[config.mk]
export PLATFORM = sky130hd
export DESIGN_NAME = rtg_word_fifo
export DESIGN_NICKNAME = d
export VERILOG_FILES = /design/src/source/rtg_stream_pkg.sv /design/src/source/rtg_video_pkg.sv /design/src/source/rtg_word_fifo.sv
export SDC_FILE = /design/constraint.sdc
export NUM_CORES = 1
export LEC_CHECK = 0
export ABC_AREA = 0
export BUFFER_PORTS_ARGS = -buffer_cell sky130_fd_sc_hd__buf_2
export CAP_MARGIN = 20
export CORE_ASPECT_RATIO = 1.2
export CORE_MARGIN = 2
export CORE_UTILIZATION = 57
export DETAILED_ROUTE_END_ITERATION = 8
export PLACE_DENSITY = 0.76
export REMOVE_ABC_BUFFERS = 1
export SYNTH_ARGS = -nofsm -noshare
export SYNTH_HDL_FRONTEND = slang
export SYNTH_SLANG_ARGS = --single-unit
[constraint.sdc]
create_clock -name CLK_114 -period 5.3 [get_ports CLK_114]
set_clock_uncertainty 0.15 [all_clocks]
set_input_delay 0.53 -clock CLK_114 [delete_from_list [all_inputs] [get_ports CLK_114]]
set_output_delay 0.53 -clock CLK_114 [all_outputs]
set_load 0.05 [all_outputs]
[src/source/rtg_stream_pkg.sv]
/*
  Stream definitions for the pixel word buffer and the pixel pacing.
  Buffer depth sets the fetcher's credit count after reset.
*/

`default_nettype none

package rtg_stream_pkg;

  ////////////////////////////////////////
  // word buffer
  ////////////////////////////////////////

  localparam int WORD_FIFO_DEPTH = 8;  // also the initial credit count

  typedef logic [2:0] fifo_ptr_t;      // read / write pointer
  typedef logic [3:0] credit_cnt_t;    // occupancy 0..depth

  ////////////////////////////////////////
  // pixel pacing
  ////////////////////////////////////////

  // pixel period is pixel_div + 1 cycles of CLK_114
  typedef logic [2:0] pix_div_t;

endpackage

`default_nettype wire

[src/source/rtg_video_pkg.sv]
/*
  Pixel format definitions for the RTG video path.
  Colour, word and index types plus the OSD tints and pipeline latency.
*/

`default_nettype none

package rtg_video_pkg;

  ////////////////////////////////////////
  // pixel and colour types
  ////////////////////////////////////////

  typedef logic [7:0]  colour_t;       // one colour channel
  typedef logic [15:0] pixel_word_t;   // fetched word, rgb565 or two indices
  typedef logic [7:0]  clut_idx_t;     // palette index
  typedef logic [23:0] palette_rgb_t;  // red in [23:16], blue in [7:0]

  localparam int PALETTE_SIZE = 256;   // full 8-bit index space

  ////////////////////////////////////////
  // osd tints
  ////////////////////////////////////////

  // tint goes into the top 2 bits of each channel inside the osd window
  localparam logic [1:0] OSD_ON_R  = 2'd3;  // osd pixel set
  localparam logic [1:0] OSD_ON_G  = 2'd3;
  localparam logic [1:0] OSD_ON_B  = 2'd3;
  localparam logic [1:0] OSD_OFF_R = 2'd0;  // osd background, bluish
  localparam logic [1:0] OSD_OFF_G = 2'd0;
  localparam logic [1:0] OSD_OFF_B = 2'd2;

  ////////////////////////////////////////
  // pipeline timing
  ////////////////////////////////////////

  localparam int PIPE_LATENCY = 3;                 // pixel event to vga pins
  localparam int NATIVE_DLY   = PIPE_LATENCY - 1;  // native delay ahead of output reg

endpackage

`default_nettype wire

[src/source/rtg_word_fifo.sv]
/*
  Pixel word buffer between the external fetcher and the decode stage.
  Writes are credit limited so there is no ready; each pop returns a credit.
*/

`timescale 1ns/100ps
`default_nettype none

module rtg_word_fifo (
  input  wire                               CLK_114,
  input  wire                               rst_n,
  input  wire                               word_valid,     // spends one credit
  input  wire rtg_video_pkg::pixel_word_t   word_data,
  input  wire                               fifo_pop,       // only when not empty
  output rtg_video_pkg::pixel_word_t        fifo_word,      // head word
  output logic                              fifo_empty,
  output logic                              credit_return,  // one cycle after pop
  output rtg_stream_pkg::credit_cnt_t       fill_count
);

  ////////////////////////////////////////
  // storage and pointers
  ////////////////////////////////////////

  rtg_video_pkg::pixel_word_t  word_mem [rtg_stream_pkg::WORD_FIFO_DEPTH];
  rtg_stream_pkg::fifo_ptr_t   wr_ptr;
  rtg_stream_pkg::fifo_ptr_t   rd_ptr;
  rtg_stream_pkg::credit_cnt_t word_cnt;

  assign fifo_word  = word_mem[rd_ptr];  // head is visible without a read cycle
  assign fifo_empty = (word_cnt == '0);
  assign fill_count = word_cnt;

  // write side, no reset on the data
  always_ff @(posedge CLK_114) begin
    if (word_valid) begin
      word_mem[wr_ptr] <= word_data;
    end
  end

  ////////////////////////////////////////
  // control
  ////////////////////////////////////////

  always_ff @(posedge CLK_114) begin
    if (!rst_n) begin
      wr_ptr        <= '0;
      rd_ptr        <= '0;
      word_cnt      <= '0;
      credit_return <= 1'b0;
    end else begin
      if (word_valid) begin
        if (wr_ptr == rtg_stream_pkg::fifo_ptr_t'(rtg_stream_pkg::WORD_FIFO_DEPTH - 1)) begin
          wr_ptr <= '0;  // wrap
        end else begin
          wr_ptr <= wr_ptr + 1'b1;
        end
      end
      if (fifo_pop) begin
        if (rd_ptr == rtg_stream_pkg::fifo_ptr_t'(rtg_stream_pkg::WORD_FIFO_DEPTH - 1)) begin
          rd_ptr <= '0;  // wrap
        end else begin
          rd_ptr <= rd_ptr + 1'b1;
        end
      end
      // simultaneous write and pop leaves the count alone
      word_cnt <= word_cnt + rtg_stream_pkg::credit_cnt_t'(word_valid)
                           - rtg_stream_pkg::credit_cnt_t'(fifo_pop);
      credit_return <= fifo_pop;  // credit back to the fetcher
    end
  end

endmodule

`default_nettype wire

==> results.cfg <==
[timing]
hold_ws_ns = 0.229
rsz0062_at_grt = no
slew_headroom_pct = 29.2
tns_ns = 0
hold_viol = 0
setup_violations = 0
worst_slack_ns = 2.27
tightest_slew_ns = 1.06
period_share_pct = 57.1
fin_crit_ns = 3.03
drv_slew = 0
max_freq_ghz = 0.331

[pwr]
switchingPower_mw = 0.638
pwr-share-comb_pct = 10.4
peakVddDrop_mv = 0.288
switching_share_pct = 22.2
powerDensity_nw_per_um2 = 434
p_seq_share_pct = 44.3
clock_power_share_pct = 45.3
leakage_nw = 2.31
internal_power_mw = 2.23

[worst_setup_path]
slowest_stage = mux4_1
critPathMaxFanout = 32
critPathRequiredTime_ns = 4.62
crit_type = register to output pin
crit_arrival_ns = 2.35
rr_endpoint = word_mem[2][13]
path_cells = buf_4, mux4_1, mux2_2, buf_2
endpoint_kind = output pin
cp_slowest_stage_delay_ns = 0.63
start_kind = register
reg2reg_from = wr_ptr[1]
reg2reg_depth = 3
r2r_slack_ns = 3.20

[clock_network]
holdBufCountCts = 0
clkSlewWorstSetupHoldPaths_ns = 0.06
post-cts-setup-buffer-count = 0
clk_latency_ns = 0.42
clock-sinks = 142
cts-root-buf = clkbuf_16
htree_levels = 4
numCtsBuffers = 17
cts_buffer_depth = 2
ctsResizeCount = 0
cts_tree = yes

[hold_path]
min_delay_path_depth = 1
worstHoldStart = word_data[15]
hold_path_end = word_mem[4][15]
hp-class = input pin to register

[synthesis]
synthAdderAreaFrac_pct = 2.37
synth_edf_count = 128
synth-seq-cells = 142
async_flop_share_pct = 0
yosys_warnings = 0
synth_compound_area_share_pct = 0.671
syn_area_per_cell_um2 = 21.7
syn-instance-count = 258
ys_seq_area_share_pct = 73.7
syn_area_um2 = 5590
synth_top_family_by_area = multiplexers
synthSimpleGateAreaFrac_pct = 2.80
synthDistinctLibCells = 27
synthMuxAreaShare_pct = 18.5
synth_top_flop_cell = edfxtp_1
synth_xor_area_share_pct = 0.157

[floorplanning]
die-area_um2 = 10600
io-pin-count = 42
row_count = 39
die_w_um = 94.4
die_y_um = 113
start_util_pct = 58.8
core_area_um2 = 9520

[place]
place_area_um2 = 5970
routabilityCongestion = 0.668
place_inst = 420
hpwlAfterDp_um = 5310
place_ws_ns = 2.74
io_buffers = 41

[run]
cap_violations = 0

[global_route]
antenna_found_initial = 0
grtUsageTotal_pct = 20.9
first_global_vias = 2748
grt_pass1_wl_um = 15200
grt_max_degree = 33
overflow = 0

[finish]
final_common_cell = edfxtp_1
antenna_cells = 0
syn_to_final_growth_pct = 18.3
final_cell_mix = edfxtp_1, buf_2, mux4_1, clkbuf_16, mux2_2
fin_cells = 452
nets = 346
drive_above_1_share_pct = 29.8
final_area_um2 = 6620

[drt]
via_count = 2636
drtIter0Drc = 169
drtAntennaViolNets = 0
wirelength_um = 9970
first_pass_iters = 4
wl_per_cell_um = 22.1
vias_per_cell = 5.83
drc = 0

[outcome]
status = finished clean
## final cells by class
cell class | instances | area (µm²)
sequential | 142 | 4120
inverter | 8 | 30.0
multi-input combinational | 98 | 1390
timing repair buffer | 49 | 265
fill | 571 | 2900
clock inverter | 13 | 219
tap | 123 | 154
clock buffer | 19 | 433
## layer usage
layer	global-route usage [%]	part of all wire, %	vias up
met1	26.1	40	1353
li1	-	-	1190
met3	7.45	5.6	14
met2	33.7	53	79
met5	0	0	-
met4	8.41	1.4	0
## critical path, delay by kind of cell, from the launching register on
family                 cells  cell delay (ns)
muxes                      2             0.92
buffers and inverters      2             0.66
DFF                        1             0.31
## registers in the layout, summed over array words and instances, names as in the netlist, named ones only
signal         cells
credit_return      1
fill_count         4
rd_ptr             3
word_mem         128
wr_ptr             3
## cell usage after synthesis (all sizes together), types with 2 or more instances
cell    instances  area share, %
dfxtp          14            5.0
clkbuf          2           0.16
nor2            6           0.40
nor3            2           0.18
edfxtp        128             69
and2            7           0.78
mux2i           3           0.54
inv             8           0.54
o22ai           2           0.22
nand2b          4           0.45
ha              9            2.0
mux4           32             15
nand2           6           0.40
nor2b           3           0.34
mux2           16            3.2
buf             8            1.1
## worst max path at each step
stage / start / end / depth (start not counted)
after detailed placement: register / fifo_word[1] / 4
after floorplan: register / fifo_word[10] / 2
after global routing: register / fifo_word[10] / 4
after global placement: register / fifo_word[13] / 4
after CTS: register / fifo_word[10] / 4
final: register / fifo_word[3] / 4
## power groups by stage
stage	registers [mW]	logic, mW	clock network [mW]
finish	1.27	0.298	1.30
CTS	1.27	0.303	1.32
floorplan	1.33	0.184	0
global placement	1.29	0.293	0
global route	1.27	0.321	1.36
detailed placement	1.29	0.300	0
## kinds of logic after synthesis
family,Yosys count
buf+inv,18
flops,142
simple gates,30
mux,51
xor+xnor,1
fa+ha+maj,10
compound gates,6
## per-stage QoR
| step | util [%] | power, mW |
|---|---|---|
| after floorplan | - | 1.51 |
| after global placement | 62.7 | 1.59 |
| after detailed placement | 62.7 | 1.59 |
| after CTS | 69.6 | 2.90 |
| after global routing | 69.6 | 2.96 |
| final | 69.6 | 2.87 |
No activity file was read; power rests on OpenSTA's default activity.
