`src/source/rtg_stream_pkg.sv`:
```
/*
  Stream definitions for the pixel word buffer and the pixel pacing.
  Buffer depth sets the fetcher's credit count after reset.
*/

`default_nettype none

package rtg_stream_pkg;

  ////////////////////////////////////////
  // word buffer
  ////////////////////////////////////////

  localparam int WORD_FIFO_DEPTH = 8;  // also the initial credit count

  typedef logic [2:0] fifo_ptr_t;      // read / write pointer
  typedef logic [3:0] credit_cnt_t;    // occupancy 0..depth

  ////////////////////////////////////////
  // pixel pacing
  ////////////////////////////////////////

  // pixel period is pixel_div + 1 cycles of CLK_114
  typedef logic [2:0] pix_div_t;

endpackage

`default_nettype wire

```
`src/source/rtg_video_pkg.sv`:
```
/*
  Pixel format definitions for the RTG video path.
  Colour, word and index types plus the OSD tints and pipeline latency.
*/

`default_nettype none

package rtg_video_pkg;

  ////////////////////////////////////////
  // pixel and colour types
  ////////////////////////////////////////

  typedef logic [7:0]  colour_t;       // one colour channel
  typedef logic [15:0] pixel_word_t;   // fetched word, rgb565 or two indices
  typedef logic [7:0]  clut_idx_t;     // palette index
  typedef logic [23:0] palette_rgb_t;  // red in [23:16], blue in [7:0]

  localparam int PALETTE_SIZE = 256;   // full 8-bit index space

  ////////////////////////////////////////
  // osd tints
  ////////////////////////////////////////

  // tint goes into the top 2 bits of each channel inside the osd window
  localparam logic [1:0] OSD_ON_R  = 2'd3;  // osd pixel set
  localparam logic [1:0] OSD_ON_G  = 2'd3;
  localparam logic [1:0] OSD_ON_B  = 2'd3;
  localparam logic [1:0] OSD_OFF_R = 2'd0;  // osd background, bluish
  localparam logic [1:0] OSD_OFF_G = 2'd0;
  localparam logic [1:0] OSD_OFF_B = 2'd2;

  ////////////////////////////////////////
  // pipeline timing
  ////////////////////////////////////////

  localparam int PIPE_LATENCY = 3;                 // pixel event to vga pins
  localparam int NATIVE_DLY   = PIPE_LATENCY - 1;  // native delay ahead of output reg

endpackage

`default_nettype wire

```
`src/source/rtg_pixel_decode.sv`:
```
/*
  Decode stage. Paces pixels at the programmed period, pops words from the
  buffer and turns each pixel into an rgb888 colour or a palette index.
  In clut mode one word feeds two pixels, high byte first.
*/

`timescale 1ns/100ps
`default_nettype none

module rtg_pixel_decode (
  input  wire                               CLK_114,
  input  wire                               rst_n,
  input  wire                               rtg_ena,
  input  wire                               rtg_act,        // rtg display window
  input  wire                               rtg_clut,       // 1 = 8-bit indices
  input  wire rtg_stream_pkg::pix_div_t     pixel_div,
  input  wire rtg_video_pkg::pixel_word_t   fifo_word,
  input  wire                               fifo_empty,
  output logic                              fifo_pop,
  output logic                              dec_valid_rtg,
  output logic                              dec_clut,
  output rtg_video_pkg::clut_idx_t          dec_idx,
  output rtg_video_pkg::colour_t            dec_r,
  output rtg_video_pkg::colour_t            dec_g,
  output rtg_video_pkg::colour_t            dec_b
);

  rtg_stream_pkg::pix_div_t   pace_cnt;   // cycles into the current pixel
  logic                       half_sel;   // clut second half pending
  rtg_video_pkg::pixel_word_t word_hold;  // word kept for the low index
  rtg_video_pkg::pixel_word_t cur_word;
  logic                       pix_event;
  logic                       pop_due;
  logic                       under_run;

  ////////////////////////////////////////
  // pacing and pop decision
  ////////////////////////////////////////

  assign pix_event = rtg_act && (pace_cnt == pixel_div);
  assign pop_due   = !rtg_clut || !half_sel;          // rgb565 pops every pixel
  assign under_run = pix_event && pop_due && fifo_empty;
  assign fifo_pop  = pix_event && pop_due && !fifo_empty;
  assign cur_word  = (rtg_clut && half_sel) ? word_hold : fifo_word;

  always_ff @(posedge CLK_114) begin
    if (!rst_n) begin
      pace_cnt      <= '0;
      half_sel      <= 1'b0;
      dec_valid_rtg <= 1'b0;
      dec_clut      <= 1'b0;
      dec_r         <= '0;
      dec_g         <= '0;
      dec_b         <= '0;
    end else begin
      dec_valid_rtg <= rtg_ena && rtg_act;  // follows the window every cycle
      if (!rtg_act || pix_event) begin
        pace_cnt <= '0;
      end else begin
        pace_cnt <= pace_cnt + 1'b1;
      end
      if (!rtg_act) begin
        half_sel <= 1'b0;  // next line starts on a high byte
        dec_clut <= 1'b0;
        dec_r    <= '0;
        dec_g    <= '0;
        dec_b    <= '0;
      end else if (pix_event) begin
        if (under_run) begin
          dec_clut <= 1'b0;  // black pixel, half flag stays put
          dec_r    <= '0;
          dec_g    <= '0;
          dec_b    <= '0;
        end else begin
          dec_clut <= rtg_clut;
          dec_r    <= {cur_word[15:11], cur_word[15:13]};  // 5 -> 8 bits
          dec_g    <= {cur_word[10:5],  cur_word[10:9]};   // 6 -> 8 bits
          dec_b    <= {cur_word[4:0],   cur_word[4:2]};    // 5 -> 8 bits
          half_sel <= rtg_clut && !half_sel;
        end
      end
    end
  end

  ////////////////////////////////////////
  // index select and word latch
  ////////////////////////////////////////

  always_ff @(posedge CLK_114) begin
    if (pix_event && !under_run) begin
      dec_idx <= half_sel ? cur_word[7:0] : cur_word[15:8];  // high byte first
    end
    if (fifo_pop) begin
      word_hold <= fifo_word;  // low byte used on the next pixel
    end
  end

endmodule

`default_nettype wire

```
`config.mk`:
```
export PLATFORM = sky130hd
export DESIGN_NAME = rtg_pixel_decode
export DESIGN_NICKNAME = d
export VERILOG_FILES = /design/src/source/rtg_stream_pkg.sv /design/src/source/rtg_video_pkg.sv /design/src/source/rtg_pixel_decode.sv
export SDC_FILE = /design/constraint.sdc
export NUM_CORES = 1
export LEC_CHECK = 0
export BUFFER_PORTS_ARGS = -buffer_cell sky130_fd_sc_hd__buf_2
export CAP_MARGIN = 30
export CORE_MARGIN = 2
export CORE_UTILIZATION = 45
export DETAILED_ROUTE_END_ITERATION = 16
export PLACE_DENSITY_LB_ADDON = 0.1
export SYNTH_ARGS = -nofsm -noshare
export SYNTH_HDL_FRONTEND = slang
export SYNTH_SLANG_ARGS = --single-unit
```
`constraint.sdc`:
```
create_clock -name CLK_114 -period 4.9 [get_ports CLK_114]
set_input_delay 0.98 -clock CLK_114 [delete_from_list [all_inputs] [get_ports CLK_114]]
set_output_delay 0.98 -clock CLK_114 [all_outputs]
set_load 0.02 [all_outputs]
```
==> summary.md, run 1 <==
| Metric | Value |
|---|---|
| Outcome | finished clean |
| Placed wire-length estimate | 3200 µm |
| Worst reg2reg path depth | 3 |
| Gates resized, CTS repair | 0 |
| ANT nets after route | 0 |
| Fin area | around 2500 µm² |
| Layout cells sized above 1 | 34.4% |
| Max Fclk | 316 MHz |
| Worst hold path type | register to register |
| GRT Overall Usage | 17.0% |
| Placer Congestion | about 0.81 |
| Worst hold path startpoint | dec_g[2] |
| Maxcap violations | 0 |
| Most used cell, CP | buf_2 |
| Critical path class | input port to output pin |
| RSZ-0062 raised after global routing | false |
| Main area contributors after synthesis | edfxtp_1, dfxtp_1, mux2i_1 |
| Slew @ Worst Pin | approximately 0.88 ns |
| Distinct cells, synth | 32 |
| Slew HR | 40.9% |
| Initial detailed-routing violation count | 62 |
| Post-synth EDFFs | 24 |
| Area of the core | about 4700 µm² |
| Num CTS Buffers | 5 |
| Utilization after layout | 53.8% |
| Arrival time at the worst endpoint | 2.19 ns |
| PortBufs | 59 |
| Fin cells | 308 |
| Clk_lat worst skew | ~0.29 ns |
| Worst IR Drop VDD | about 160 µV |
| WHS | 0.462 ns |
| Endpoints failing setup | 0 |
| Initial Util | a little under half |
| Mapped cell area | 2210 µm² |
| CP max stage cell | and3_4 |
| Synthesis-to-layout area growth | 15.1% |
| Crit path cell chain | buf_2 -> xnor2_1 -> buf_4 -> and3_4 -> and4b_1 -> buf_2 |
| Register area share after synthesis | ~53% |
| Number of global-route vias before repair | 1471 |
| CP max FO | 12 |
| Post-route clock period utilization | 64.7% |
| DRC errors left | 0 |
| Final nets | 266 |
| Largest stage delay on the critical path | 0.32 ns |
| Dpl cell area | 2460 µm² |
| Reg-to-reg slack, setup | 2.81 ns |
| CTS tree | yes |
| Hold-critical path endpoint | dec_g[2] |
| Fin crit period | 3.17 ns |
| Synth Register Bits | 46 |
| Post-CTS Setup Bufs | 0 |
| H-tree levels | 2 |
| Syn Inst Count | 194 |
| CTS Hold Bufs | 0 |
| Dpl cells | 300 |
| Worst path required time | 3.92 ns |
| Routed vias/inst | 5.03 |
| I/O pin count | 60 |
| Setup tns final | 0 ns |
| Die area | ~5500 µm² |
| Die Span Y | 74.0 µm |
| Routed WL | 4380 µm |
| Clock-pin slew on the worst setup and hold paths | 0.08 ns |
| Via count | 1548 |
| Syn Nets | 220 |
| CP Capture Type | output pin |
| Post-synth top flop | edfxtp_1 |
| Maximum clock path buffer count | 2 |
| Initial antenna violation count | 0 |
| Die width | approximately 74 µm |
| Post-synth ARST share | 0% |
| Number of synthesis warnings | 0 |
| Diode count | 0 |
| Largest net degree at the start of global routing | 38 |
| Setup Skew | roughly 0.0053 ns |
| Final Hold Viols | 0 |
| 1st-pass router iterations | 4 |
| Min-Delay Path Depth | 2 |
| Slew Viols, Final | 0 |
| Avg WL per Cell | 14.2 µm |
| R2r endpoint | word_hold[4] |
| Cell taking the most area after synthesis | edfxtp_1 |
| CTS root buf | clkbuf_8 |
| Startpoint Class | input port |
| RR Startpoint | half_sel |
| Global route total overflow | 0 |
| # fillers | 427 |
| Total power per unit cell area | 283 nW/µm² |
| Most common cell in the netlist | edfxtp_1 |
| Synth top cells by count | edfxtp_1, dfxtp_1, mux2i_1 |
| Row count | 25 |
| Leakage | about 1.1 nW |
| Synthesized area per cell | 11.4 µm² |
| Sink Count | between 40 and 50 |
| Area share of the largest cell type after synthesis | around a third |
| First-pass GRT wire length | 6890 µm |
[metal layers]
layer	GRT usage, %	share of wire (%)	vias to the layer above
li1	-	-	787
met1	22.1	46	725
met2	27.7	49	34
met3	4.47	3.9	2
met4	5.45	0.50	0
met5	0	0	-
[cells by family (layout without fill, tap and decap cells)]
logic type               count (synthesis)  count (layout)  synth area share (%)
AND/OR/NAND/NOR                         41              41                  11.2
XOR/XNOR                                 4               4                  1.59
buffers and inverters                   33              80                  8.62
multiplexers                            17              17                  7.71
flip-flops                              46              46                  52.6
adder cells (fa/ha/maj)                  1               1                 0.567
AO/OA/AOI/OAI                           52              52                  17.7
[power by group]
part / total [mW] / internal (mW) / switching (mW)
combinational: 0.0818 / 0.0315 / 0.0503
sequential: 0.416 / 0.412 / 0.00412
clock: 0.222 / 0.0983 / 0.123
total: 0.720 / 0.542 / 0.178
[state kept, by name, indices dropped and copies added (netlist names)]
name           count
dec_idx            8
dec_clut           1
dec_r              5
dec_g              6
dec_b              5
word_hold         16
pace_cnt           3
half_sel           1
dec_valid_rtg      1
[final cells by class]
class                           instances  area [µm²]  area share (%)
Clock buffer                            6        72.6            2.86
Clock inverter                          2        8.76           0.345
Inverter                                9        33.8            1.33
Multi-Input combinational cell        115         855            33.6
Sequential cell                        46        1160            45.7
Tap cell                               67        83.8            3.30
Timing Repair Buffer                   63         325            12.8
[critical path: cells and delay by family]
kind	cells	cell delay (ns)
simple gates	2	0.58
buf+inv	3	0.48
xor+xnor	1	0.15
[through the flow]
step / setup slack (ns) / total power [mW]
after floorplan: 1.86 / 0.483
after global placement: 1.74 / 0.507
after detailed placement: 1.72 / 0.508
after CTS: 1.72 / 0.728
after global routing: 1.63 / 0.751
final: 1.73 / 0.720
[cells in the final DEF (no fill, tap or decap), types with 2 or more instances in the layout]
cell type  synthesis  routed
buf_2              7      59
edfxtp_1          24      24
dfxtp_1           22      22
mux2i_1           17      17
o21ai_0           16      16
and3_1            11      11
nand2_1           10      10
inv_1              9       9
a21boi_0           8       8
nor2b_1            8       8
a31oi_1            8       8
a211oi_2           8       8
o211ai_1           8       8
clkbuf_8           0       5
xnor2_1            4       4
buf_4             11       4
nand3_1            2       2
nor3_2             2       2
nand2b_1           2       2
a211o_1            2       2
[worst max-delay path by stage]
stage	from	to	slack [ns]
after detailed placement	pixel_div[0]	fifo_pop	1.72
final	pixel_div[0]	fifo_pop	1.73
after global routing	pixel_div[0]	fifo_pop	1.63
after CTS	pixel_div[0]	fifo_pop	1.72
after global placement	pixel_div[0]	fifo_pop	1.74
after floorplan	pixel_div[0]	fifo_pop	1.86
(Power assumes the default switching activity.)
==> run 2, diff against run 1 <==
Clock period 4.9 ns to 3.2 ns, I/O delays scaled along.
==> summary.md, run 2 (synthesis results as in run 1) <==
| Metric | Value |
|---|---|
| WHS | 0.459 ns (-0.00272 ns) |
| Top reg by flops | word_hold |
| Synthesis-to-layout area growth | 15.4% |
| Clk network pwr share | 30.5% (-0.3 points) |
| CTS root buf | clkbuf_8 |
| CP max FO | 12 (unchanged) |
| Die width | 74.0 µm (unchanged) |
| P_int | 0.835 mW (+54%) |
| PortBufs | 59 (unchanged) |
| Endpoints failing setup | 0 (unchanged) |
| Worst reg2reg path depth | 5 (+2) |
| Sw Share | 23.8% (-0.91 points) |
| Slew Viols, Final | 0 (unchanged) |
| Slew @ Worst Pin | 0.681 ns (-0.204 ns) |
| Critical path class | input port to output pin |
| First-pass GRT wire length | 6800 µm (-1.3%) |
| CP Capture Type | output pin |
| Most used cell, CP | buf_2 |
| Final Hold Viols | 0 (unchanged) |
| Total power per unit cell area | 430 nW/µm² (+52%) |
| Reg-to-reg slack, setup | 1.34 ns (-1.47 ns) |
| Reg area | 1160 µm² (unchanged) |
| Initial Util | 46.7% (unchanged) |
| Worst path required time | 2.56 ns (-1.36 ns) |
| Diode count | 0 (unchanged) |
| CTS tree | yes |
| Fin crit period | 2.47 ns |
| Post-CTS Setup Bufs | 0 (unchanged) |
| Global route total overflow | 0 (unchanged) |
| Initial antenna violation count | 0 (unchanged) |
| Area of the core | 4720 µm² (unchanged) |
| # fillers | 443 (+3.7%) |
| I/O pin count | 60 (unchanged) |
| Gates resized, CTS repair | 0 (unchanged) |
| Leakage | 1.14 nW (+0.21%) |
| Clk_lat worst skew | 0.29 ns (about the same) |
| GRT Overall Usage | 16.6% (-0.39 points) |
| Row count | 25 (unchanged) |
| Max Fclk | 405 MHz |
| Avg WL per Cell | 13.8 µm (-3.2%) |
| Comb power frac | 11.5% (about the same) |
| Via count | 1540 (-0.52%) |
| RSZ-0062 raised after global routing | false |
| Slew HR | 54.6% (+14 points) |
| Num CTS Buffers | 5 (unchanged) |
| Delay-heaviest family, CP | simple AND/OR/NAND/NOR gates |
| R2r endpoint | word_hold[14] |
| Die Span Y | 74.0 µm (unchanged) |
| Die area | 5480 µm² (unchanged) |
| ANT nets after route | 0 (unchanged) |
| Min-Delay Path Depth | 2 (unchanged) |
| Routed vias/inst | 4.98 (-0.84%) |
| Setup tns final | 0 ns (unchanged) |
| Most frequent cells in the layout | buf_2, edfxtp_1, dfxtp_1 |
| Placed wire-length estimate | 3180 µm (-0.64%) |
| 1st-pass router iterations | 4 (unchanged) |
| CTS Hold Bufs | 0 (unchanged) |
| Worst hold path type | register to register |
| Outcome | finished clean |
| Largest registers | word_hold (16), dec_idx (8), dec_g (6) |
| Layout cells sized above 1 | 34.3% (-0.14 points) |
| Post-route clock period utilization | a little under 80% |
| CP max stage cell | and3_4 |
| Crit path cell chain | buf_2 -> xnor2_1 -> buf_4 -> and3_4 -> and4b_1 -> buf_2 |
| Startpoint Class | input port |
| Clock-pin slew on the worst setup and hold paths | 0.08 ns (about the same) |
| Area occupied by multi-input gates | 855 µm² (unchanged) |
| CP bufs+invs | 3 (unchanged) |
| Max FFs per register | 16 (unchanged) |
| Maxcap violations | 0 (unchanged) |
| Largest stage delay on the critical path | 0.32 ns (about the same) |
| Setup Skew | 0.00542 ns (+0.000134 ns) |
| H-tree levels | 2 (unchanged) |
| Hold-critical path endpoint | dec_g[3] |
| Sequential share of power | 58.1% (+0.3 points) |
| Worst hold path startpoint | dec_g[3] |
| Maximum clock path buffer count | 2 (unchanged) |
| Final nets | 267 (+0.38%) |
| DRC errors left | 0 (unchanged) |
| Worst IR Drop VDD | 241 µV (+54%) |
| Number of global-route vias before repair | 1442 (-2.0%) |
| Sink Count | 46 (unchanged) |
| Arrival time at the worst endpoint | 1.83 ns (-0.36 ns) |
| RR Startpoint | pace_cnt[0] |
| Initial detailed-routing violation count | 90 (+45%) |
| Placer Congestion | 0.765 (-5.3%) |
| Largest net degree at the start of global routing | 38 (unchanged) |
| Most common cell after layout, fill and taps aside | buf_2 |
| Routed WL | 4260 µm (-2.9%) |
| Sw power | 0.261 mW (+47%) |
-- run 2: cell count changes in the layout (fill, tap and decap cells not counted) --
| cell | delta |
|---|---|
| clkbuf_1 | +2 |
| clkinv_1 | -1 |
| buf_4 | +1 |
| clkinv_2 | -1 |
-- run 2: cell type report --
type	instances	share of cell area [%]
Clock buffer	8	3.14
Inverter	9	1.33
Multi-Input combinational cell	115	33.6
Sequential cell	46	45.6
Tap cell	67	3.29
Timing Repair Buffer	64	13.1
-- run 2: worst max path at each step --
| stage | startpoint | to | cells after the start |
|---|---|---|---|
| 2_1_floorplan | pixel_div[0] | fifo_pop | 3 |
| 3_3_place_gp | pixel_div[0] | fifo_pop | 6 |
| 6_report | pixel_div[0] | fifo_pop | 6 |
| 3_5_place_dp | pixel_div[1] | fifo_pop | 6 |
| 5_1_grt | pixel_div[0] | fifo_pop | 6 |
| 4_1_cts | pixel_div[1] | fifo_pop | 6 |
-- run 2: metrics by stage --
step | area [µm²] | setup WS [ns] | util (%) | instances | power (mW)
floorplan | 2210 | 0.842 | - | 194 | 0.740
global placement | 2470 | 0.725 | 52.2 | 301 | 0.777
detailed placement | 2470 | 0.720 | 52.2 | 301 | 0.777
CTS | 2550 | 0.711 | 53.9 | 309 | 1.11
global route | 2550 | 0.620 | 53.9 | 309 | 1.15
finish | 2550 | 0.729 | 53.9 | 309 | 1.10
-- run 2: tightest hold or removal path: stages, from the launching register on --
cell and delay [ns]:
dfxtp_1 0.31, nand2_1 0.05, mux2i_1 0.05
-- run 2: power by group through the flow --
stage                     Clock, mW  Combinational, mW  Sequential, mW
after floorplan                   0             0.0827           0.657
after global routing          0.372              0.139           0.638
after CTS                     0.348              0.127           0.636
after detailed placement          0              0.127           0.650
after global placement            0              0.127           0.650
final                         0.334              0.126           0.636
-- run 2: per-layer routing --
metal,track usage [%],routed length (µm),vias up
li1,-,-,787
met1,21.0,1950,714
met2,27.9,2060,33
met3,4.47,200,6
met4,4.85,47,0
met5,0,0,-
