### config.mk
export PLATFORM = sky130hd
export DESIGN_NAME = rtg_video_mix
export DESIGN_NICKNAME = d
export VERILOG_FILES = /design/src/source/rtg_video_pkg.sv /design/src/source/rtg_video_mix.sv
export SDC_FILE = /design/constraint.sdc
export NUM_CORES = 1
export LEC_CHECK = 0
export ABC_CLOCK_PERIOD_IN_PS = 2500
export BUFFER_PORTS_ARGS = -buffer_cell sky130_fd_sc_hd__buf_2
export CORE_ASPECT_RATIO = 0.7
export CORE_UTILIZATION = 45
export CTS_BUF_LIST = sky130_fd_sc_hd__clkbuf_2
export DETAILED_ROUTE_END_ITERATION = 8
export PLACE_DENSITY = 0.83
export SLEW_MARGIN = 15
export SYNTH_ARGS = -nofsm -noshare
export SYNTH_HDL_FRONTEND = slang
export SYNTH_SLANG_ARGS = --single-unit
### constraint.sdc
create_clock -name CLK_114 -period 2.5 [get_ports CLK_114]
set_input_delay 0.125 -clock CLK_114 [delete_from_list [all_inputs] [get_ports CLK_114]]
set_output_delay 0.125 -clock CLK_114 [all_outputs]
set_load 0.01 [all_outputs]
### src/source/rtg_video_pkg.sv
/*
  Pixel format definitions for the RTG video path.
  Colour, word and index types plus the OSD tints and pipeline latency.
*/

`default_nettype none

package rtg_video_pkg;

  ////////////////////////////////////////
  // pixel and colour types
  ////////////////////////////////////////

  typedef logic [7:0]  colour_t;       // one colour channel
  typedef logic [15:0] pixel_word_t;   // fetched word, rgb565 or two indices
  typedef logic [7:0]  clut_idx_t;     // palette index
  typedef logic [23:0] palette_rgb_t;  // red in [23:16], blue in [7:0]

  localparam int PALETTE_SIZE = 256;   // full 8-bit index space

  ////////////////////////////////////////
  // osd tints
  ////////////////////////////////////////

  // tint goes into the top 2 bits of each channel inside the osd window
  localparam logic [1:0] OSD_ON_R  = 2'd3;  // osd pixel set
  localparam logic [1:0] OSD_ON_G  = 2'd3;
  localparam logic [1:0] OSD_ON_B  = 2'd3;
  localparam logic [1:0] OSD_OFF_R = 2'd0;  // osd background, bluish
  localparam logic [1:0] OSD_OFF_G = 2'd0;
  localparam logic [1:0] OSD_OFF_B = 2'd2;

  ////////////////////////////////////////
  // pipeline timing
  ////////////////////////////////////////

  localparam int PIPE_LATENCY = 3;                 // pixel event to vga pins
  localparam int NATIVE_DLY   = PIPE_LATENCY - 1;  // native delay ahead of output reg

endpackage

`default_nettype wire

### src/source/rtg_video_mix.sv
/*
  Result stage. Lines up the native chipset video with the rtg pipeline,
  picks rtg or native colour, applies the osd tint and registers the pins.
*/

`timescale 1ns/100ps
`default_nettype none

module rtg_video_mix (
  input  wire                               CLK_114,
  input  wire                               rst_n,
  input  wire                               lk_rtg,
  input  wire rtg_video_pkg::colour_t       lk_r,
  input  wire rtg_video_pkg::colour_t       lk_g,
  input  wire rtg_video_pkg::colour_t       lk_b,
  input  wire rtg_video_pkg::colour_t       native_r,
  input  wire rtg_video_pkg::colour_t       native_g,
  input  wire rtg_video_pkg::colour_t       native_b,
  input  wire                               native_hs,
  input  wire                               native_vs,
  input  wire                               native_cs,
  input  wire                               osd_window,
  input  wire                               osd_pixel,
  output rtg_video_pkg::colour_t            vga_r,
  output rtg_video_pkg::colour_t            vga_g,
  output rtg_video_pkg::colour_t            vga_b,
  output logic                              vga_hs,
  output logic                              vga_vs,
  output logic                              vga_cs
);

  rtg_video_pkg::colour_t nat_r_d [rtg_video_pkg::NATIVE_DLY];
  rtg_video_pkg::colour_t nat_g_d [rtg_video_pkg::NATIVE_DLY];
  rtg_video_pkg::colour_t nat_b_d [rtg_video_pkg::NATIVE_DLY];
  logic [4:0]             ctl_d   [rtg_video_pkg::NATIVE_DLY];  // hs vs cs win pix
  logic [4:0]             ctl_al;
  rtg_video_pkg::colour_t base_r;
  rtg_video_pkg::colour_t base_g;
  rtg_video_pkg::colour_t base_b;

  // osd tint on top, base colour shifted down under it
  function automatic rtg_video_pkg::colour_t osd_blend(input logic win, input logic [1:0] tint,
                                                       input rtg_video_pkg::colour_t base);
    osd_blend = win ? {tint, base[7:2]} : base;
  endfunction

  ////////////////////////////////////////
  // native alignment
  ////////////////////////////////////////

  always_ff @(posedge CLK_114) begin
    nat_r_d[0] <= native_r;
    nat_g_d[0] <= native_g;
    nat_b_d[0] <= native_b;
    for (int i = 1; i < rtg_video_pkg::NATIVE_DLY; i++) begin
      nat_r_d[i] <= nat_r_d[i-1];
      nat_g_d[i] <= nat_g_d[i-1];
      nat_b_d[i] <= nat_b_d[i-1];
    end
  end

  always_ff @(posedge CLK_114) begin
    if (!rst_n) begin
      for (int i = 0; i < rtg_video_pkg::NATIVE_DLY; i++) begin
        ctl_d[i] <= '0;
      end
    end else begin
      ctl_d[0] <= {native_hs, native_vs, native_cs, osd_window, osd_pixel};
      for (int i = 1; i < rtg_video_pkg::NATIVE_DLY; i++) begin
        ctl_d[i] <= ctl_d[i-1];
      end
    end
  end

  assign ctl_al = ctl_d[rtg_video_pkg::NATIVE_DLY-1];
  assign base_r = lk_rtg ? lk_r : nat_r_d[rtg_video_pkg::NATIVE_DLY-1];  // rtg wins
  assign base_g = lk_rtg ? lk_g : nat_g_d[rtg_video_pkg::NATIVE_DLY-1];
  assign base_b = lk_rtg ? lk_b : nat_b_d[rtg_video_pkg::NATIVE_DLY-1];

  ////////////////////////////////////////
  // output registers
  ////////////////////////////////////////

  always_ff @(posedge CLK_114) begin
    if (!rst_n) begin
      vga_r  <= '0;
      vga_g  <= '0;
      vga_b  <= '0;
      vga_hs <= 1'b0;
      vga_vs <= 1'b0;
      vga_cs <= 1'b0;
    end else begin
      vga_r  <= osd_blend(ctl_al[1],
                          ctl_al[0] ? rtg_video_pkg::OSD_ON_R : rtg_video_pkg::OSD_OFF_R, base_r);
      vga_g  <= osd_blend(ctl_al[1],
                          ctl_al[0] ? rtg_video_pkg::OSD_ON_G : rtg_video_pkg::OSD_OFF_G, base_g);
      vga_b  <= osd_blend(ctl_al[1],
                          ctl_al[0] ? rtg_video_pkg::OSD_ON_B : rtg_video_pkg::OSD_OFF_B, base_b);
      vga_hs <= ctl_al[4];
      vga_vs <= ctl_al[3];
      vga_cs <= ctl_al[2];
    end
  end

endmodule

`default_nettype wire

==> flow_summary_export.csv, run 1 <==
group,metric,value,unit
clock_tree,numClockSinks,85,
job,drv_cap,0,
routing,drtAntennaViolNets,0,
routing,first_iter_violations,43,
routing,first_pass_iters,4,
synthesis,ys_types,15,
global_routing,grt_pass1_vias,1712,
die,core_area,0.00481,mm²
timing,setup_viol,0,
timing,fmax,515,MHz
timing,slew_headroom,0.455,
final_layout,antenna_cells,0,
synthesis,ys_warn_count,0,
timing,min_period,1940,ps
power,pwr-share-seq,0.586,
setup_path,critPathCaptureType,"flip-flop",
timing,finalMaxSlewViolations,0,
power,leakagePower,1.68,nW
synthesis,synth_top_family_by_area,"multiplexers",
power,sw_frac_of_total,0.221,
clock_tree,insertion_delay,500,ps
timing,tns,0,ps
placement,port-buffer-count,82,
global_routing,gr-usage-all-layers,0.208,
setup_path,worstSetupPathType,"flip-flop to flip-flop",
timing,fin_crit_sh,0.777,
final_layout,layout-drive-gt1-share,0.308,
routing,num_vias,1680,
power,p_comb_frac,0.110,
placement,dp_slack,1090,ps
timing,hold_violations,0,
clock_tree,root_buffer,"clkbuf_2",
global_routing,gr-total-overflow,0,
placement,place_congestion,0.639,
global_routing,grt_max_degree,25,
synthesis,syn_area,0.00227,mm²
setup_path,arrival,2360,ps
synthesis,synth_compound_area_frac,0.0705,
routing,viasPerCell,4.34,
clock_tree,clk_pin_slew_worst_paths,200,ps
timing,timing.final.ws_setup,559,ps
run_status,status,"complete, no violations",
final_layout,register_area,0.00170,mm²
setup_path,startpoint_type,"flip-flop",
clock_tree,cts_tree,"built",
timing,rsz0062_at_grt,"false",
die,initial_utilization,0.472,
final_layout,final_nets,369,
clock_tree,cts_made_buffers,9,
die,ios,83,
synthesis,syn_avg_cell_area,14.4,µm²
routing,drc,0,
die,die_w,86.9,µm
synthesis,synthAdderAreaFrac,0,
die,row_count,21,
clock_tree,htree_levels,3,
die,die_height,61.4,µm
worst_hold_path,hold_class,"input pin to flip-flop",
placement,hpwl,2770,µm
final_layout,multiInputGateArea,500,µm²
setup_path,critPathRequiredTime,2920,ps
synthesis,syn_inst,158,
die,die-area,0.00534,mm²
synthesis,syn_nets,214,
timing,worst-slew-pin-transition,818,ps
routing,wl,5080,µm
setup_path,crit_fanout,18,
final_layout,area_growth,55.3,%
power,clkPwrFrac,0.304,
power,max-vdd-ir-drop,0.433,mV
global_routing,antenna_found_initial,0,
final_layout,layout_commonest_cell,"dfxtp_1",
global_routing,grt_pass1_wl,7650,µm
power,p_int,1.93,mW
clock_tree,cts_buffer_depth,2,
routing,wire_per_inst,13.1,µm
synthesis,synth_mux_area_frac,0.106,
timing,clock-skew-final,10.5,ps
power,netSwitchingPower,0.550,mW
synthesis,seq_area_frac_synth,0.749,
synthesis,synth-seq-cells,85,
power,power_density,704,mW/mm²
final_layout,fillers,350,
final_layout,layout_common_cells,"85 x dfxtp_1, 82 x buf_2, 69 x dlygate4sd3_1, 24 x mux2i_1, 18 x o22ai_1",
synthesis,synth-xor-area-share,0,
synthesis,synth_simple_gate_area_frac,0.0441,
state kept, by name, summed over array words and instances, names as in the netlist:
name and flops:
nat_r_d 16, vga_cs 1, vga_r 8, nat_b_d 16, vga_g 8, vga_vs 1, nat_g_d 16, vga_b 8
vga_hs 1, ctl_d 10
synthesized netlist by cell type, drive strengths merged:
cell / number / area share
clkbuf: 1 / 0.0017
nor2b: 1 / 0.0028
a211oi: 5 / 0.019
mux2i: 24 / 0.11
buf: 6 / 0.025
inv: 2 / 0.0033
a21oi: 1 / 0.0022
dfxtp: 85 / 0.75
nand2b: 1 / 0.0028
o22ai: 18 / 0.050
and2: 13 / 0.036
nand2: 1 / 0.0028
power groups by stage:
stage	clock network (mW)	logic, mW	registers [mW]
floorplan	0	0.0776	1.50
global placement	0	0.171	1.48
detailed placement	0	0.176	1.48
CTS	0.765	0.266	1.46
global route	0.819	0.297	1.46
finish	0.756	0.272	1.46
cells by family (layout without fill, tap and decap cells):
logic type | Yosys count | in the layout
muxes | 24 | 24
and+or+nand+nor | 16 | 16
AOI/OAI and AO/OA | 24 | 24
DFF | 85 | 85
buffers and inverters | 9 | 169
worst paths after layout:
| kind | start | to | slack, ps | cells after the start |
|---|---|---|---|---|
| setup / recovery | ctl_d[0][6] | vga_b[1] | 560 | 3 |
| hold / removal | lk_b[6] | vga_b[6] | 70 | 3 |
| setup reg to reg | ctl_d[0][6] | vga_b[1] | 560 | 3 |
| hold reg to reg | nat_g_d[0][7] | nat_g_d[0][15] | 340 | 0 |
metal layers:
layer / share of wire / vias to the layer above / GRT usage
li1: - / 853 / -
met1: 0.40 / 761 / 0.204
met2: 0.52 / 57 / 0.394
met3: 0.062 / 9 / 0.0858
met4: 0.016 / 0 / 0.0952
met5: 0 / - / 0
critical path, cell delays in order, from the launching register on:
cell           delay [ps]
dfxtp_1               420
nand2b_1              660
o22ai_1               160
dlygate4sd3_1         610
what timing repair did:
| action | in CTS | in global routing |
|---|---|---|
| endpoints found under the hold margin | 57 | 0 |
| buffers inserted | 0 | 0 |
| resized for setup | 0 | 0 |
| hold buffers | 69 | 0 |
through the flow:
step	utilization	cells	instance area [µm²]	total power, mW	hold slack [ps]
global route	0.734	387	3530	2.58	42.8
global placement	0.563	302	2710	1.65	227
detailed placement	0.563	302	2710	1.66	229
floorplan	-	158	2270	1.58	153
CTS	0.734	387	3530	2.49	33.1
finish	0.734	387	3530	2.48	65.4
final cells by class:
| class | count | area share |
|---|---|---|
| timing repair buffer | 151 | 0.312 |
| clock buffer | 11 | 0.0156 |
| clock inverter | 5 | 0.0213 |
| tap | 69 | 0.0245 |
| sequential | 85 | 0.482 |
| multi-input combinational | 64 | 0.142 |
| inverter | 2 | 0.00213 |
(Power assumes the default switching activity.)
==> inputs of run 2 (changes only) <==
--- a/config.mk
+++ b/config.mk
@@ -5,13 +5,14 @@
 export SDC_FILE = /design/constraint.sdc
 export NUM_CORES = 1
 export LEC_CHECK = 0
-export ABC_CLOCK_PERIOD_IN_PS = 2500
+export ABC_AREA = 1
+export ABC_CLOCK_PERIOD_IN_PS = 1950
 export BUFFER_PORTS_ARGS = -buffer_cell sky130_fd_sc_hd__buf_2
 export CORE_ASPECT_RATIO = 0.7
 export CORE_UTILIZATION = 45
 export CTS_BUF_LIST = sky130_fd_sc_hd__clkbuf_2
 export DETAILED_ROUTE_END_ITERATION = 8
-export PLACE_DENSITY = 0.83
+export PLACE_DENSITY = 0.81
 export SLEW_MARGIN = 15
 export SYNTH_ARGS = -nofsm -noshare
 export SYNTH_HDL_FRONTEND = slang
==> constraint.sdc (replaced) <==
create_clock -name CLK_114 -period 1.95 [get_ports CLK_114]
set_input_delay 0.0975 -clock CLK_114 [delete_from_list [all_inputs] [get_ports CLK_114]]
set_output_delay 0.0975 -clock CLK_114 [all_outputs]
set_load 0.01 [all_outputs]
==> run 2 against run 1 <==
Against the previous run: clock skew is 10 ps higher; register-to-register slack got worse by 390 ps; largest power group unchanged; hold slack improved by 94 ps; final cell count up 34%; worst setup slack worse by 390 ps; utilization is 3.2 points lower; critical endpoint is now vga_b[3].
==> flow_summary_export.csv, run 2 <==
group,metric,value,unit
final_layout,top_regs,"nat_b_d (16), nat_g_d (16), nat_r_d (16)",
synthesis,synth_common_cells,"103 x nand2_1, 85 x dfxtp_1, 36 x nor2_1, 25 x inv_1, 24 x nand3_1",
setup_path,critPathCaptureType,"flip-flop",
setup_path,critPathRequiredTime,2440,ps
routing,viasPerCell,4.32,
die,ios,83,
clock_tree,numClockSinks,85,
clock_tree,post_cts_buffers,0,
clock_tree,cts_tree,"built",
final_layout,area_growth,47.3,%
final_layout,antenna_cells,0,
synthesis,synth_flop_cell,"dfxtp_1",
die,die_height,65.1,µm
worst_hold_path,hold_class,"input pin to flip-flop",
setup_path,r2r-start,"ctl_d[0][6]",
timing,min_period,1780,ps
clock_tree,root_buffer,"clkbuf_2",
clock_tree,htree_levels,3,
timing,worst-slew-pin-transition,564,ps
synthesis,syn_inst,294,
setup_path,r2r_end,"vga_b[3]",
global_routing,grt_max_degree,34,
timing,clock-skew-final,20.9,ps
setup_path,slowest_delay,560,ps
placement,place_congestion,0.761,
routing,drtAntennaViolNets,0,
synthesis,ys_warn_count,0,
global_routing,gr-usage-all-layers,0.217,
global_routing,gr-total-overflow,0,
synthesis,synth-seq-cells,85,
synthesis,syn_area,0.00256,mm²
clock_tree,clk_pin_slew_worst_paths,230,ps
global_routing,antenna_found_initial,0,
routing,first_iter_violations,98,
die,die_w,92.1,µm
setup_path,critical_path.endpoint,"vga_b[3]",
synthesis,syn_avg_cell_area,8.70,µm²
run_status,status,"complete, no violations",
setup_path,cpMaxStageDelayCell,"dlygate4sd3_1",
power,leakagePower,2.01,nW
final_layout,layout-drive-gt1-share,0.229,
setup_path,worstSetupPathType,"flip-flop to flip-flop",
final_layout,final_nets,497,
setup_path,r2r_slack,170,ps
timing,finalMaxSlewViolations,0,
final_layout,fin_cells,518,
global_routing,grt_pass1_vias,2183,
routing,wl,5870,µm
synthesis,synth.most_common_cell,"nand2_1",
synthesis,synth_top_area_cell,"dfxtp_1",
timing,tns,0,ps
timing,fin_crit_sh,0.912,
routing,first_pass_iters,4,
final_layout,layout_common_cells,"103 x nand2_1, 84 x dfxtp_1, 82 x buf_2, 66 x dlygate4sd3_1, 36 x nor2_1",
placement,hpwl,3450,µm
setup_path,startpoint,"ctl_d[0][6]",
timing,hold_violations,0,
timing,rsz0062_at_grt,"false",
synthesis,synth_top_area_share,0.665,
placement,dp.cells,436,
synthesis,ys_types,11,
timing,fmax,562,MHz
die,die-area,0.00599,mm²
placement,port-buffer-count,82,
power,max-vdd-ir-drop,0.506,mV
setup_path,reg2reg_depth,6,
clock_tree,insertion_delay,530,ps
global_routing,grt_pass1_wl,9590,µm
setup_path,crit_fanout,20,
routing,num_vias,2237,
final_layout,layout_commonest_cell,"nand2_1",
die,core_area,0.00537,mm²
synthesis,async_reset_ff_frac,0,
synthesis,seq_area_frac_synth,0.665,
synthesis,synth-edff-count,0,
setup_path,path_cells,"buf_4 -> inv_2 -> nand3_1 -> nand2_1 -> nor2_1 -> dlygate4sd3_1",
setup_path,arrival,2270,ps
final_layout,fillers,413,
routing,wire_per_inst,11.3,µm
timing,slew_headroom,0.624,
power,power_density,837,mW/mm²
die,row_count,22,
routing,drc,0,
synthesis,syn_nets,350,
synthesis,synthTopCellsByArea,"dfxtp_1 67%, nand2_1 15%, nor2_1 5.3%",
die,initial_utilization,0.476,
clock_tree,cts_buffer_depth,2,
timing,setup_viol,0,
job,drv_cap,0,
clock_tree,cts_made_buffers,9,
setup_path,startpoint_type,"flip-flop",
run 2: changes by cell type after synthesis, moves of 2 or more:
cell and delta:
a211oi_1 -4, mux2i_1 -24, buf_4 +3, o22ai_1 -18
and2_1 -13, inv_1 +23, inv_2 +2, nand3_1 +24
nand2_1 +103, buf_2 +4, a21oi_1 +4, nor2_1 +36
run 2: per-layer routing:
metal / up-vias / wire [µm] / part of all wire / global-route usage
met4: 0 / 87 / 0.015 / 0.0684
met5: - / 0 / 0 / 0
met3: 10 / 450 / 0.077 / 0.0892
met2: 84 / 2770 / 0.47 / 0.368
li1: 1169 / - / - / -
met1: 974 / 2560 / 0.44 / 0.250
run 2: worst min-delay path by stage:
stage                     start             to  slack (ps)  cells past startpoint
detailed placement  native_g[5]  nat_g_d[0][5]         200                      1
floorplan           native_b[0]  nat_b_d[0][0]         130                      0
CTS                      lk_rtg       vga_g[5]         120                      6
global placement    native_r[5]  nat_r_d[0][5]         200                      1
global route        native_r[6]  nat_r_d[0][6]         100                      2
finish                   lk_rtg       vga_g[5]         160                      6
run 2: through the flow:
step           cell area, µm²  total power, mW  utilization  hold slack [ps]  setup WS, ps
5_1_grt                  3770             3.32        0.702              104          14.6
3_5_place_dp             2990             2.17        0.556              201           715
6_report                 3770             3.15        0.702              159           172
2_1_floorplan            2560             2.05            -              125          1010
4_1_cts                  3760             3.16        0.701              119           133
3_3_place_gp             2990             2.17        0.556              199           791
run 2: kinds of logic (layout without fill, tap and decap cells):
kind of cell | after synthesis | in the layout | share of synthesized area
compound gates | 5 | 5 | 0.00978
simple gates | 163 | 163 | 0.251
buf+inv | 41 | 193 | 0.0739
flops | 85 | 85 | 0.665
run 2: what timing repair did:
item,CTS,global route
hold endpoints to repair,54,0
endpoints found under the setup margin,0,1
resized for setup,0,1
hold buffers,66,0
run 2: where the power goes:
part           total, mW  leakage, nW  switching (mW)  internal [mW]
logic              0.382         1.23           0.175          0.208
clock network      0.897       0.0626           0.598          0.299
registers           1.87        0.712          0.0297           1.84
run 2: worst max-delay path, delay by kind of cell, from the launching register on:
family                 cells  cell delay, ps
buffers and inverters      3            1020
flip-flops                 1             440
AND/OR/NAND/NOR            3             280
run 2: layout make-up:
class                      count  area, µm²  share of cell area
timing repair buffer         150       1090               0.288
tap                           72       90.1              0.0239
inverter                      27        101              0.0269
clock inverter                 7       73.8              0.0196
multi-input combinational    168        667               0.177
clock buffer                   9       45.0              0.0120
sequential                    85       1700               0.452
==> inputs of run 3 (changes only) <==
--- a/config.mk
+++ b/config.mk
@@ -9,10 +9,10 @@
 export ABC_CLOCK_PERIOD_IN_PS = 1950
 export BUFFER_PORTS_ARGS = -buffer_cell sky130_fd_sc_hd__buf_2
 export CORE_ASPECT_RATIO = 0.7
-export CORE_UTILIZATION = 45
+export CORE_UTILIZATION = 51
 export CTS_BUF_LIST = sky130_fd_sc_hd__clkbuf_2
 export DETAILED_ROUTE_END_ITERATION = 8
-export PLACE_DENSITY = 0.81
+export PLACE_DENSITY = 0.89
 export SLEW_MARGIN = 15
 export SYNTH_ARGS = -nofsm -noshare
 export SYNTH_HDL_FRONTEND = slang
==> run 3 against run 2 <==
Against the previous run: maximum frequency grew 1.8%; sequential power is essentially flat; register-to-register slack gained 30 ps; power shrank 6.1%; non-clock buffer count shrank 2; via count grew 5.4%; sequential cell count is the same; combinational power grew 2%; critical path depth shrank 1; worst setup slack gained 31 ps; critical path type unchanged; critical endpoint is now vga_b[2].
==> flow_summary_export.csv, run 3 (synthesized netlist as in run 2, its figures left out) <==
group,metric,value,unit
run_status,status,"complete, no violations",
timing,rsz0062_at_grt,"false",
final_layout,finalInstanceArea,0.00370,mm²
die,die_w,86.6,µm
setup_path,r2r_end,"vga_b[2]",
timing,setup_viol,0,
timing,tns,0,ps
setup_path,startpoint,"ctl_d[0][6]",
final_layout,fin_util,0.769,
routing,drtAntennaViolNets,0,
final_layout,area_growth,44.7,%
setup_path,slowest_delay,580,ps
clock_tree,numClockSinks,85,
setup_path,cpMaxStageDelayCell,"dfxtp_1",
die,row_count,21,
clock_tree,ctsResizeCount,0,
clock_tree,cts_made_buffers,9,
routing,first_pass_iters,4,
worst_hold_path,hold_class,"input pin to flip-flop",
timing,clock-skew-final,10.8,ps
clock_tree,root_buffer,"clkbuf_2",
clock_tree,cts_buffer_depth,2,
routing,wire_per_inst,12.2,µm
final_layout,layout_common_cells,"103 x nand2_1, 85 x dfxtp_1, 82 x buf_2, 64 x dlygate4sd3_1, 36 x nor2_1",
clock_tree,cts_tree,"built",
setup_path,r2r_slack,200,ps
setup_path,path_cells,"inv_2 -> nand3_1 -> nand2_1 -> nor2_1 -> dlygate4sd3_1",
placement,port-buffer-count,82,
final_layout,layout-drive-gt1-share,0.225,
worst_hold_path,min_to,"vga_g[5]",
setup_path,arrival,2210,ps
global_routing,grt_pass1_wl,9550,µm
timing,hold_violations,0,
global_routing,grt_max_degree,34,
routing,first_iter_violations,126,
timing,fin_crit_sh,0.896,
worst_hold_path,min_delay_path_depth,5,
final_layout,layout_commonest_cell,"nand2_1",
placement,place_congestion,0.794,
die,die_height,61.2,µm
timing,slew_headroom,0.609,
die,ios,83,
routing,wl,6230,µm
power,leakagePower,2.00,nW
job,drv_cap,0,
timing,finalMaxSlewViolations,0,
clock_tree,ctsHoldBuffers,64,
placement,hpwl,3450,µm
timing,worst-slew-pin-transition,587,ps
die,core_area,0.00481,mm²
global_routing,grt_pass1_vias,2242,
setup_path,startpoint_type,"flip-flop",
die,initial_utilization,0.532,
final_layout,final_nets,495,
final_layout,antenna_cells,0,
routing,num_vias,2358,
clock_tree,insertion_delay,520,ps
timing,timing.final.ws_setup,203,ps
global_routing,gr-usage-all-layers,0.255,
global_routing,antenna_found_initial,0,
routing,drc,0,
setup_path,crit_fanout,18,
die,die-area,0.00531,mm²
timing,fmax,572,MHz
final_layout,fillers,332,
clock_tree,htree_levels,3,
routing,viasPerCell,4.60,
final_layout,top_regs,"nat_b_d (16), nat_g_d (16), nat_r_d (16)",
setup_path,critPathCaptureType,"flip-flop",
clock_tree,post_cts_buffers,0,
global_routing,gr-total-overflow,0,
placement,dp_slack,768,ps
setup_path,reg2reg_depth,5,
placement,postPlaceCellArea,0.00298,mm²
setup_path,critPathRequiredTime,2420,ps
worst_hold_path,min_from,"lk_g[5]",
power,max-vdd-ir-drop,0.532,mV
setup_path,worstSetupPathType,"flip-flop to flip-flop",
power,power_density,800,mW/mm²
timing,min_period,1750,ps
setup_path,r2r-start,"ctl_d[0][6]",
clock_tree,clk_pin_slew_worst_paths,200,ps
## run 3: cell types whose count changed in the layout (fill, tap and decap cells not counted)
cell / delta
clkinv_1: +1
bufinv_16: -1
dfxtp_2: -1
clkinvlp_4: -3
clkbuf_2: +4
dlygate4sd3_1: -2
dfxtp_1: +1
clkinv_2: +1
inv_6: -2
## run 3: power breakdown
part | switching [mW] | total (mW) | internal (mW)
clock network | 0.522 | 0.702 | 0.180
registers | 0.0283 | 1.87 | 1.84
logic | 0.183 | 0.389 | 0.205
## run 3: layout make-up
| cell class | count | area (µm²) | area share |
|---|---|---|---|
| sequential | 85 | 1700 | 0.460 |
| timing repair buffer | 148 | 1070 | 0.288 |
| multi-input combinational | 168 | 667 | 0.180 |
| inverter | 27 | 101 | 0.0274 |
| tap | 69 | 86.3 | 0.0233 |
| clock buffer | 13 | 65.1 | 0.0176 |
| clock inverter | 3 | 12.5 | 0.00338 |
## run 3: routing by layer
layer,global-route usage,share of wire,vias to the layer above
met1,0.261,0.40,1035
met4,0.164,0.037,0
met3,0.0938,0.074,29
met2,0.457,0.49,126
met5,0,0,-
li1,-,-,1168
## run 3: worst max-delay path: cells and delay by family (launching register included)
kind | cells | cell delay [ps]
buf+inv | 2 | 810
simple gates | 3 | 310
flops | 1 | 580
## run 3: worst max-delay path by stage
stage	endpoint	slack (ps)	depth (start not counted)
CTS	vga_r[4]	260	5
global placement	vga_b[6]	820	3
global route	vga_g[1]	100	5
detailed placement	vga_r[6]	770	3
finish	vga_b[2]	200	5
floorplan	vga_b[7]	1010	6
## run 3: stage by stage
step                      hold slack [ps]  total power, mW  std cells
after floorplan                       125             2.05        294
after CTS                            1.66             2.96        513
after detailed placement              201             2.17        433
final                                52.1             2.96        513
after global placement                199             2.16        433
after global routing                 42.4             3.11        513
